===== config.mk =====
export PLATFORM = sky130hd
export DESIGN_NAME = sprite_pixel_out
export DESIGN_NICKNAME = d
export VERILOG_FILES = /design/src/common/sprite_pkg.sv /design/src/sprite/sprite_pixel_out.sv
export SDC_FILE = /design/constraint.sdc
export NUM_CORES = 2
export LEC_CHECK = 0
export ABC_CLOCK_PERIOD_IN_PS = 5100
export BUFFER_PORTS_ARGS = -buffer_cell sky130_fd_sc_hd__buf_2
export CAP_MARGIN = 30
export CORE_MARGIN = 4
export CORE_UTILIZATION = 50
export DETAILED_ROUTE_END_ITERATION = 8
export GPL_ROUTABILITY_DRIVEN = 0
export GPL_TIMING_DRIVEN = 0
export PLACE_DENSITY = 0.73
export SETUP_SLACK_MARGIN = 0.4
export SLEW_MARGIN = 20
export SYNTH_ARGS = -nofsm -noshare
export SYNTH_HDL_FRONTEND = slang
export SYNTH_SLANG_ARGS = --single-unit
export TNS_END_PERCENT = 1

===== constraint.sdc =====
create_clock -name clk_sys -period 5.1 [get_ports clk_sys]
set_clock_uncertainty 0.1 [all_clocks]
set_input_delay 0.51 -clock clk_sys [delete_from_list [all_inputs] [get_ports clk_sys]]
set_output_delay 0.51 -clock clk_sys [all_outputs]
set_load 0.03 [all_outputs]

===== src/common/sprite_pkg.sv =====
package sprite_pkg;

    // ============================================================
    // load port memory map
    // ============================================================

    typedef logic [16:0] load_addr_t;

    // shared sprite list, 64 records of 4 bytes
    localparam load_addr_t LIST_BASE    = 17'h00000;
    // palette bank per tile pair, 4 bits per entry
    localparam load_addr_t BANK_BASE    = 17'h00100;
    // colour lookup for readout, 4 bits per entry
    localparam load_addr_t COLOUR_BASE  = 17'h00200;
    // sprite pattern bytes, two pens per byte
    localparam load_addr_t PATTERN_BASE = 17'h10000;

    // ============================================================
    // sprite geometry
    // ============================================================

    localparam int NUM_SPRITES = 64;
    localparam int SPRITE_SIZE = 16;
    localparam int LINE_WIDTH  = 256;

    // first list byte counts up from the bottom of the screen
    localparam logic [7:0] Y_ORIGIN = 8'd240;
    localparam logic [8:0] X_BIAS   = 9'h080;

    typedef logic [5:0] sprite_idx_t;
    typedef logic [7:0] line_t;
    typedef logic [7:0] pal_index_t;

    // bank 11:8, colour 7:4, pen 3:0
    typedef logic [11:0] pixel_entry_t;

    // decoded attribute record as held in the buffer
    typedef struct packed {
        logic [9:0] tile;
        logic [8:0] x_pos;
        logic [7:0] y_pos;
        logic [3:0] colour;
        logic       flip_x;
    } sprite_attr_t;

endpackage


===== src/sprite/sprite_pixel_out.sv =====
`timescale 1ns/1ps

module sprite_pixel_out import sprite_pkg::*; (
    input  logic         clk_sys,
    input  logic         reset,
    input  logic         load_we,
    input  load_addr_t   load_addr,
    input  logic [7:0]   load_data,
    input  logic         buf_we,
    input  line_t        buf_addr,
    input  pixel_entry_t buf_data,
    input  line_t        pix_x,
    output pal_index_t   pix_index,
    output logic         pix_opaque
);

    pixel_entry_t line_buf [0:LINE_WIDTH-1];
    logic [3:0]   colour_tab [0:255];

    pixel_entry_t entry_q;
    logic [1:0]   bank_sel;

    // ============================================================
    // line buffer and colour table
    // ============================================================

    always_ff @(posedge clk_sys) begin
        if (buf_we) begin
            line_buf[buf_addr] <= buf_data;
        end
        if (load_we && load_addr[16:8] == COLOUR_BASE[16:8]) begin
            colour_tab[load_addr[7:0]] <= load_data[3:0];
        end
        // stage 1
        entry_q <= line_buf[pix_x];
    end

    // ============================================================
    // stage 2, palette index
    // ============================================================

    // pen bit 3 picks the upper half of the bank
    assign bank_sel = entry_q[3] ? entry_q[11:10] : entry_q[9:8];

    always_ff @(posedge clk_sys) begin
        if (reset) begin
            pix_index  <= '0;
            pix_opaque <= 1'b0;
        end else if (entry_q == '0) begin
            pix_index  <= '0;
            pix_opaque <= 1'b0;
        end else begin
            pix_index  <= {2'b10, bank_sel, colour_tab[entry_q[7:0]]};
            pix_opaque <= 1'b1;
        end
    end

endmodule


==> results.toml <==
[floorplan]
initial_core_util_pct = 50.4
die_w_um = 572
io_pins = 66
die_y_um = 572
coreArea_sq_um = 316000
rows = 206
fp.dieArea_sq_um = 327000

[hold_path]
min_to = "colour_tab[121][1]$_DFFE_PP_"
hp-class = "input port to flip-flop"
hold_path_depth = 1
min_from = "load_data[1]"

[timing]
clock.fmax_mhz = 212
setup_tns_ps = 0
slew_violations = 0
relSlewSlack_pct = 23.6
min_period_ps = 4730
rsz0062_at_grt = "false"
finalCritPeriodShare_pct = 92.7
tightest_slew_ps = 1150
final-setup-viol-count = 0
hold_violations = 0

[worst_setup_path]
rr_endpoint = "pix_index[0]$_SDFF_PP0_"
arrival_ps = 5370
path_class = "flip-flop to flip-flop"
worstSetupEndpointType = "flip-flop"
r2r_slack_ps = 370
reg2reg_depth = 9
r2r_start = "entry_q[3]$_DFF_P_"
critPathRequiredTime_ps = 5740
cp_max_fo = 10
start_kind = "flip-flop"

[synth]
netlist_area_sq_um = 159000
synth_edf_count = 4096
ys_ff_latch = 4115
yosysUniqueCellTypes = 61
yosysWarnings = 0
ys.flop_type = "edfxtp_1"
synthCells = 6869
avgSynthCellArea_sq_um = 23.2
ys_seq_area_share_pct = 77.6
async_flop_share_pct = 0
synth_nets = 6926

[clocking]
htreeDepth = 5
root_buffer = "clkbuf_16"
post_cts_buffers = 0
cts_tree = "yes"
clkSlewWorstSetupHoldPaths_ps = 60
cts_buffer_depth = 4
cts-resized-gates = 0
insertion_delay_ps = 940
cts_hold_buf = 14
cts_buffers = 397
clock_sinks = 4115

[global_route]
overflow = 0
grt_pass1_wl_um = 615000
grt_pass1_vias = 79331
grt_max_degree = 142
grt_antenna_before_repair = 21
globalRouteTotalUtil_pct = 26.8

[pwr]
p_per_area_nw_per_um2 = 399
leakagePower_nw = 55.7
peakVddDrop_mv = 0.502

[job]
cap_violations = 0

[detailed_routing]
drc_errors = 23
wl_um = 438000
first_iter_violations = 13382
wl_per_cell_um = 36.6
drtPass1Iterations = 9
ant_nets = 0
viasPerCell = 6.67
vias = 79953

[finish]
most-common-layout-cells = "edfxtp_1, mux4_2, clkbuf_16"
final_nets = 7546
final_cells = 11982
drive_gt1_share_pct = 30.6
mostFrequentLayoutCell = "edfxtp_1"
area_growth_pct = 13.4

[run_status]
violations = "DRC"
status = "finished with violations"

[placement]
dp_hpwl_um = 284000
port_buffers = 53
post-place-cells = 11220
==> worst max-delay path: stages, from the launching register on <==
cell      delay (ps)
dfxtp_1          660
buf_1            680
clkbuf_1         420
buf_6            260
buf_2            420
buf_4            390
mux2i_1          170
a211oi_1         910
nand2_1          160
a21oi_1          370
==> per-stage QoR <==
stage,setup WS [ps],cell area [sq um],power (W),hold slack [ps],util (%)
after floorplan,2030,159000,0.0410,361,-
after global placement,-615,165000,0.0436,600,52.1
after detailed placement,-166,167000,0.0437,584,53.0
after CTS,745,180000,0.0720,87.1,57.1
after global routing,618,180000,0.0737,120,57.1
final,372,180000,0.0721,108,57.2
==> kinds of logic (layout without fill, tap and decap cells) <==
group | Yosys count | after routing | synth area share [%]
mux | 1376 | 1376 | 18.2
flops | 4115 | 4115 | 77.6
compound gates | 206 | 206 | 0.919
simple gates | 763 | 763 | 2.03
other cells | 1 | 17 | 0.00236
buf+inv | 408 | 1345 | 1.29
==> layout make-up <==
type	count	area, sq um
antenna	16	40.0
buffer	401	2090
clock buffer	514	10700
clock inverter	202	1890
fill	21660	135000
inverter	7	26.3
multi-input combinational	2346	34200
sequential	4115	123000
tap	4160	5200
timing repair buffer	221	2900
==> how the worst max path moves through the flow <==
stage,to,cells past startpoint,start,slack [ps]
6_report,pix_index[0]$_SDFF_PP0_,9,entry_q[3]$_DFF_P_,370
5_1_grt,pix_index[0]$_SDFF_PP0_,9,entry_q[3]$_DFF_P_,620
4_1_cts,entry_q[7]$_DFF_P_,8,pix_x[1],740
3_5_place_dp,entry_q[7]$_DFF_P_,8,pix_x[1],-170
3_3_place_gp,entry_q[7]$_DFF_P_,8,pix_x[1],-610
2_1_floorplan,line_buf[88][0]$_DFFE_PP_,5,buf_addr[5],2030
==> state kept, by name (all words and copies together), names as in the netlist <==
| signal | count |
|---|---|
| pix_index | 7 |
| line_buf | 3072 |
| entry_q | 12 |
| colour_tab | 1024 |
==> Yosys cell counts, drive strengths merged (24+ instances only) <==
| cell type | instances | share of area, % |
|---|---|---|
| nand2 | 71 | 0.17 |
| nor3 | 26 | 0.082 |
| a21oi | 49 | 0.15 |
| edfxtp | 4096 | 77 |
| a22oi | 24 | 0.11 |
| o221ai | 41 | 0.23 |
| mux2i | 165 | 1.0 |
| nor2b | 40 | 0.16 |
| mux4 | 1208 | 17 |
| buf | 184 | 0.74 |
| nand3 | 31 | 0.098 |
| a211oi | 32 | 0.15 |
| nor2 | 539 | 1.3 |
| clkbuf | 216 | 0.52 |
==> per-layer routing <==
metal	GRT usage (%)	vias to the layer above	wire length (um)	share of wire [%]
met3	7.17	1185	56500	13
met4	13.5	6	27700	6.3
met1	35.8	41889	150000	34
li1	-	30518	-	-
met5	0	-	49	0.011
met2	41.1	6355	204000	47
==> report_power, final <==
group	switching, W	internal [W]	total, W
clock network	0.0125	0.0163	0.0288
logic	0.00380	0.00212	0.00592
registers	0.0000565	0.0373	0.0373
Note: power is estimated with default switching activity, not from simulation.
