[src/common/sprite_pkg.sv]
package sprite_pkg;

    // ============================================================
    // load port memory map
    // ============================================================

    typedef logic [16:0] load_addr_t;

    // shared sprite list, 64 records of 4 bytes
    localparam load_addr_t LIST_BASE    = 17'h00000;
    // palette bank per tile pair, 4 bits per entry
    localparam load_addr_t BANK_BASE    = 17'h00100;
    // colour lookup for readout, 4 bits per entry
    localparam load_addr_t COLOUR_BASE  = 17'h00200;
    // sprite pattern bytes, two pens per byte
    localparam load_addr_t PATTERN_BASE = 17'h10000;

    // ============================================================
    // sprite geometry
    // ============================================================

    localparam int NUM_SPRITES = 64;
    localparam int SPRITE_SIZE = 16;
    localparam int LINE_WIDTH  = 256;

    // first list byte counts up from the bottom of the screen
    localparam logic [7:0] Y_ORIGIN = 8'd240;
    localparam logic [8:0] X_BIAS   = 9'h080;

    typedef logic [5:0] sprite_idx_t;
    typedef logic [7:0] line_t;
    typedef logic [7:0] pal_index_t;

    // bank 11:8, colour 7:4, pen 3:0
    typedef logic [11:0] pixel_entry_t;

    // decoded attribute record as held in the buffer
    typedef struct packed {
        logic [9:0] tile;
        logic [8:0] x_pos;
        logic [7:0] y_pos;
        logic [3:0] colour;
        logic       flip_x;
    } sprite_attr_t;

endpackage

[src/common/sprite_fetch_if.sv]
`timescale 1ns/1ps

// four-phase attribute fetch, drawer side requests by sprite index
interface sprite_fetch_if import sprite_pkg::*; ();

    logic         req;
    sprite_idx_t  index;
    sprite_attr_t attr;
    logic         ack;

    modport requester (
        output req,
        output index,
        input  attr,
        input  ack
    );

    modport responder (
        input  req,
        input  index,
        output attr,
        output ack
    );

endinterface

[src/sprite/sprite_list_copy.sv]
`timescale 1ns/1ps

module sprite_list_copy import sprite_pkg::*; (
    input  logic                     clk_sys,
    input  logic                     reset,
    input  logic                     load_we,
    input  load_addr_t               load_addr,
    input  logic [7:0]               load_data,
    input  logic                     vblank,
    output logic                     copy_busy,
    sprite_fetch_if.responder        fetch
);

    typedef enum logic [1:0] {
        COPY_IDLE,
        COPY_READ,
        COPY_DRAIN
    } copy_state_t;

    logic [7:0]   list_ram [0:255];
    sprite_attr_t attr_buf [0:NUM_SPRITES-1];

    copy_state_t  copy_state;
    logic         vblank_q;
    logic         vblank_rise;
    logic [7:0]   rd_addr;
    logic [7:0]   rd_addr_q;
    logic         rd_valid;
    logic [7:0]   list_dout;
    logic [7:0]   byte0_q;
    logic [7:0]   byte1_q;
    logic [7:0]   byte2_q;

    logic         fetch_pend;
    logic         fetch_take;
    logic         ack_q;
    sprite_attr_t attr_q;

    function automatic sprite_attr_t decode_attr(
        input logic [7:0] b0,
        input logic [7:0] b1,
        input logic [7:0] b2,
        input logic [7:0] b3
    );
        sprite_attr_t a;
        a.y_pos  = Y_ORIGIN - b0;
        a.tile   = {1'b0, b2[1], b1};
        a.flip_x = b2[2];
        a.colour = b2[7:4];
        // bit 0 of byte 2 carries x into the ninth bit
        a.x_pos  = {b2[0], b3} - X_BIAS;
        return a;
    endfunction

    // ============================================================
    // shared list RAM
    // ============================================================

    always_ff @(posedge clk_sys) begin
        if (load_we && load_addr[16:8] == LIST_BASE[16:8]) begin
            list_ram[load_addr[7:0]] <= load_data;
        end
        list_dout <= list_ram[rd_addr];
    end

    // ============================================================
    // vblank copy engine
    // ============================================================

    assign vblank_rise = vblank && !vblank_q;

    always_ff @(posedge clk_sys) begin
        if (reset) begin
            vblank_q   <= 1'b0;
            copy_state <= COPY_IDLE;
            copy_busy  <= 1'b0;
            rd_addr    <= '0;
            rd_valid   <= 1'b0;
        end else begin
            vblank_q <= vblank;
            rd_valid <= (copy_state == COPY_READ);
            case (copy_state)
                COPY_IDLE: begin
                    rd_addr <= '0;
                    // edges during a copy are not looked at
                    if (vblank_rise) begin
                        copy_state <= COPY_READ;
                        copy_busy  <= 1'b1;
                    end
                end
                COPY_READ: begin
                    rd_addr <= rd_addr + 8'd1;
                    if (&rd_addr) begin
                        copy_state <= COPY_DRAIN;
                    end
                end
                COPY_DRAIN: begin
                    // last byte comes back one cycle after its read
                    if (rd_valid && &rd_addr_q) begin
                        copy_state <= COPY_IDLE;
                        copy_busy  <= 1'b0;
                    end
                end
                default: begin
                    copy_state <= COPY_IDLE;
                end
            endcase
        end
    end

    // stage bytes 0..2, write the record on byte 3
    always_ff @(posedge clk_sys) begin
        rd_addr_q <= rd_addr;
        if (rd_valid) begin
            case (rd_addr_q[1:0])
                2'd0: byte0_q <= list_dout;
                2'd1: byte1_q <= list_dout;
                2'd2: byte2_q <= list_dout;
                2'd3: attr_buf[rd_addr_q[7:2]] <=
                    decode_attr(byte0_q, byte1_q, byte2_q, list_dout);
                default: byte0_q <= list_dout;
            endcase
        end
        if (fetch_take) begin
            attr_q <= attr_buf[fetch.index];
        end
    end

    // ============================================================
    // fetch responder
    // ============================================================

    assign fetch_take = fetch.req && !ack_q && !fetch_pend;

    // buffer read, then ack on the following cycle
    always_ff @(posedge clk_sys) begin
        if (reset) begin
            fetch_pend <= 1'b0;
            ack_q      <= 1'b0;
        end else if (fetch_take) begin
            fetch_pend <= 1'b1;
        end else if (fetch_pend) begin
            fetch_pend <= 1'b0;
            ack_q      <= 1'b1;
        end else if (ack_q && !fetch.req) begin
            ack_q <= 1'b0;
        end
    end

    assign fetch.ack  = ack_q;
    assign fetch.attr = attr_q;

    // ack only ever answers a request that has been held
    ack_needs_req: assert property (
        @(posedge clk_sys) disable iff (reset)
        $rose(fetch.ack) |-> fetch.req && $past(fetch.req)
    );

endmodule

[src/flat_wrapper.sv]
// flat-port wrapper written by rule: the top's interface ports become plain ports
module sprite_list_copy_flat import sprite_pkg::*;
  (clk_sys, reset, load_we, load_addr, load_data, vblank, copy_busy, fetch_req, fetch_index, fetch_attr, fetch_ack);
  sprite_fetch_if fetch_i ();
  input  logic clk_sys;
  input  logic reset;
  input  logic load_we;
  input  load_addr_t load_addr;
  input  logic [7:0] load_data;
  input  logic vblank;
  output logic copy_busy;
  input wire logic [$bits(fetch_i.req)-1:0] fetch_req;
  input wire logic [$bits(fetch_i.index)-1:0] fetch_index;
  output wire logic [$bits(fetch_i.attr)-1:0] fetch_attr;
  output wire logic [$bits(fetch_i.ack)-1:0] fetch_ack;
  assign fetch_i.req = fetch_req;
  assign fetch_i.index = fetch_index;
  assign fetch_attr = fetch_i.attr;
  assign fetch_ack = fetch_i.ack;
  sprite_list_copy u_core (.clk_sys(clk_sys), .reset(reset), .load_we(load_we), .load_addr(load_addr), .load_data(load_data), .vblank(vblank), .copy_busy(copy_busy), .fetch(fetch_i));
endmodule
[config.mk]
export PLATFORM = sky130hd
export DESIGN_NAME = sprite_list_copy_flat
export DESIGN_NICKNAME = d
export VERILOG_FILES = /design/src/common/sprite_pkg.sv /design/src/common/sprite_fetch_if.sv /design/src/sprite/sprite_list_copy.sv /design/src/flat_wrapper.sv
export SDC_FILE = /design/constraint.sdc
export NUM_CORES = 2
export LEC_CHECK = 0
export CELL_PAD_IN_SITES_DETAIL_PLACEMENT = 0
export CELL_PAD_IN_SITES_GLOBAL_PLACEMENT = 2
export CORE_MARGIN = 2
export CORE_UTILIZATION = 54
export CTS_BUF_LIST = sky130_fd_sc_hd__clkbuf_4
export DETAILED_ROUTE_END_ITERATION = 10
export DONT_BUFFER_PORTS = 1
export GPL_ROUTABILITY_DRIVEN = 0
export PLACE_DENSITY_LB_ADDON = 0.08
export SLEW_MARGIN = 20
export SYNTH_ARGS = -nofsm -noshare
export SYNTH_HDL_FRONTEND = slang
export SYNTH_SLANG_ARGS = --single-unit
[constraint.sdc]
create_clock -name clk_sys -period 5.3 [get_ports clk_sys]
set_input_delay 0 -clock clk_sys [delete_from_list [all_inputs] [get_ports clk_sys]]
set_output_delay 0 -clock clk_sys [all_outputs]
set_load 0.03 [all_outputs]
==> flow_summary.toml <==
[run_status]
outcome = "finished, final reports clean"

[global_routing]
overflow = 0
grt_use_total = 0.2904
grt_pass1_wl_um = 594800
grt_pass1_vias = 81384
antenna_found_initial = 13
grt_max_degree = 398

[sta]
fin_skew_ps = 101.1
maxSlewViolCount = 0
period_share = 0.8315
fmax_mhz = 226.9
worstMarginPinSlew_ps = 1310
maxSlewHeadroom = 0.1267
fin_ws_ps = 892.9
hold_viol_final = 0
tns_ps = 0
setup_viol = 0
rsz0062_at_grt = "no"
period_needed_ps = 4407

[setup_path]
worst-path-stages = 9
crit_path_start = "fetch_index[0]"
cp-start-kind = "primary input"
arrival_ps = 5760
slowest_stage = "buf_16"
critPathKind = "primary input to flip-flop"
worstPathMaxFanout = 160
cp_num_buf_inv = 6
crit_chain = "buf_16, buf_16, buf_16, mux4_2, dlygate4sd3_1, mux4_2, dlygate4sd3_1, mux4_2, dlygate4sd3_1"
required_ps = 6650
crit_family = "buffers and inverters"
r2r_end = "u_core.list_dout[7]"
worst_setup_path_end_kind = "flip-flop"
r2r_slack_ps = 990
reg2reg_from = "u_core.rd_addr[0]"
slowest_delay_ps = 950
crit_path_end = "u_core.fetch.attr[24]"
rr_worst_depth = 8

[placement]
dp_slack_ps = 905.6
hpwl_um = 229500
numPortBuffers = 0

[yosys]
synth_flop_cell = "edfxtp_1"
synth_edf_count = 4086
ys_seq_area_frac = 0.7810
synth_area_um2 = 157900
ys_ff_latch = 4117
synth_commonest_cells = "4086 x edfxtp_1, 1061 x mux4_2, 395 x nor2_1, 258 x mux2i_1, 179 x clkbuf_1"
yosysTopAreaCell = "edfxtp_1"
synth_nets = 6950
netlist_instances = 6912
synth_top_area_frac = 0.7771
synth.avg_cell_area_um2 = 22.84
synth_cell_types = 70
synth-async-reset-ratio = 0
synthMostInstantiatedCell = "edfxtp_1"
ys_warn_count = 0
ys_top_cells_by_area = "edfxtp_1 78%, mux4_2 15%, mux2i_1 1.6%"

[route]
vias = 78698
wire_per_inst_um = 33.33
routed_via_density = 6.227
ant_nets = 0
wirelength_um = 421200
route.detailed.drc = 0
firstDrtPassIters = 6
drt_iter0_drc = 8274

[clock_tree]
clockBufferDepth = 5
clock_latency_ps = 1610
cts_resized = 0
root_buffer = "clkbuf_4"
cts_tree = "built"
cts_buffers = 1130
clkTransAtPathRegs_ps = 70
clock_sinks = 4117
postCtsSetupBuffers = 0
htreeDepth = 7
ctsHoldBuffers = 178

[power]
p_per_area_nw_per_um2 = 362.2
ir_drop_v = 0.0002424
static-leakage-power_nw = 56.01

[floorplan]
core_um2 = 290800
fp-row-count = 198
start_util = 0.5429
dieArea_um2 = 296800
die_y_um = 544.8
fp.dieW_um = 544.8
ios = 70

[finish]
drive_gt1_frac = 0.3543
fin_nets = 8115
area_growth_pct = 13.35

[flow_run]
drv_cap = 0

[hold_path]
min_path_type = "primary input to flip-flop"
==> kinds of logic after synthesis <==
family | count (synthesis) | synth area share
compound gates | 396 | 0.01777
xor+xnor | 13 | 0.0007211
fa+ha+maj | 2 | 0.0001585
buf+inv | 398 | 0.01361
flops | 4117 | 0.7810
mux | 1335 | 0.1690
other cells | 1 | 0.00002375
simple gates | 650 | 0.01772
==> worst min-delay path by stage <==
stage | cells past startpoint | startpoint | end | slack, ps
after floorplan | 0 | load_data[0] | u_core.list_ram[0][0] | 100
after global placement | 1 | reset | u_core.copy_busy | 90
after detailed placement | 1 | reset | u_core.copy_busy | 90
after CTS | 4 | load_addr[1] | u_core.list_ram[12][3] | 2
after global routing | 4 | load_data[0] | u_core.list_ram[90][0] | 60
final | 4 | load_data[0] | u_core.list_ram[89][0] | 70
==> worst reg2reg max path: cells and delay by family (launching register included) <==
family | cells | cell delay (ps)
simple gates | 2 | 1100
compound gates | 3 | 1000
flops | 1 | 770
buf+inv | 2 | 750
mux | 1 | 540
==> cell usage in the layout (no fill, tap or decap), types with 19 or more instances in the layout <==
cell type,synthesis,final
dlygate4sd3_1,0,148
a211oi_1,19,19
o21ai_0,47,47
a22oi_1,65,65
buf_16,0,40
clkbuf_4,0,1556
nor3_1,32,32
edfxtp_1,4086,4086
nand3_1,36,32
buf_4,15,202
clkinv_2,0,30
buf_12,1,25
mux4_2,1061,1061
mux2i_1,258,258
nand2_1,93,89
nor2_4,0,65
inv_2,1,31
a221oi_1,71,71
clkinv_1,2,153
o22ai_1,32,32
nor2_1,395,325
a21oi_1,70,70
==> state kept, by name, summed over array words and instances (netlist names), 8 cells and up <==
name,flops
u_core.list_ram,2048
u_core.attr_buf,1984
u_core.fetch.attr,31
u_core.byte0_q,8
u_core.byte1_q,8
u_core.list_dout,8
u_core.rd_addr,8
u_core.rd_addr_q,8
==> through the flow <==
step	cell area, µm²	total power, mW	std cells	hold slack [ps]	utilization
CTS	178500	65.33	12609	2.113	0.6137
finish	179000	64.82	12639	67.40	0.6154
detailed placement	163300	38.18	10649	91.94	0.5614
floorplan	157900	37.85	6912	98.87	-
global route	179000	67.27	12628	59.32	0.6153
global placement	163300	38.17	10649	90.22	0.5613
==> routing by layer <==
layer | share of wire | vias up | GRT usage
met3 | 0.070 | 525 | 0.06180
met5 | 0.00011 | - | 0
li1 | - | 32435 | -
met2 | 0.52 | 3507 | 0.4863
met1 | 0.39 | 42225 | 0.3807
met4 | 0.024 | 6 | 0.09931
==> layout make-up <==
type / count / area [µm²]
diodes: 12 / 30.03
clock buffers: 1556 / 11680
clock inverters: 226 / 1260
fillers: 20862 / 111900
inverters: 14 / 57.56
multi-input cells: 2397 / 33090
flip-flops and latches: 4117 / 123400
well taps: 3900 / 4880
repair buffers: 417 / 4629
==> report_power, final <==
part	internal [mW]	switching, mW	leakage, nW	total [mW]
sequential	35.7	0.0928	37.0	35.8
combinational	1.06	1.41	11.2	2.47
clock	14.1	12.5	7.84	26.6
Note: power is estimated with default switching activity, not from simulation.
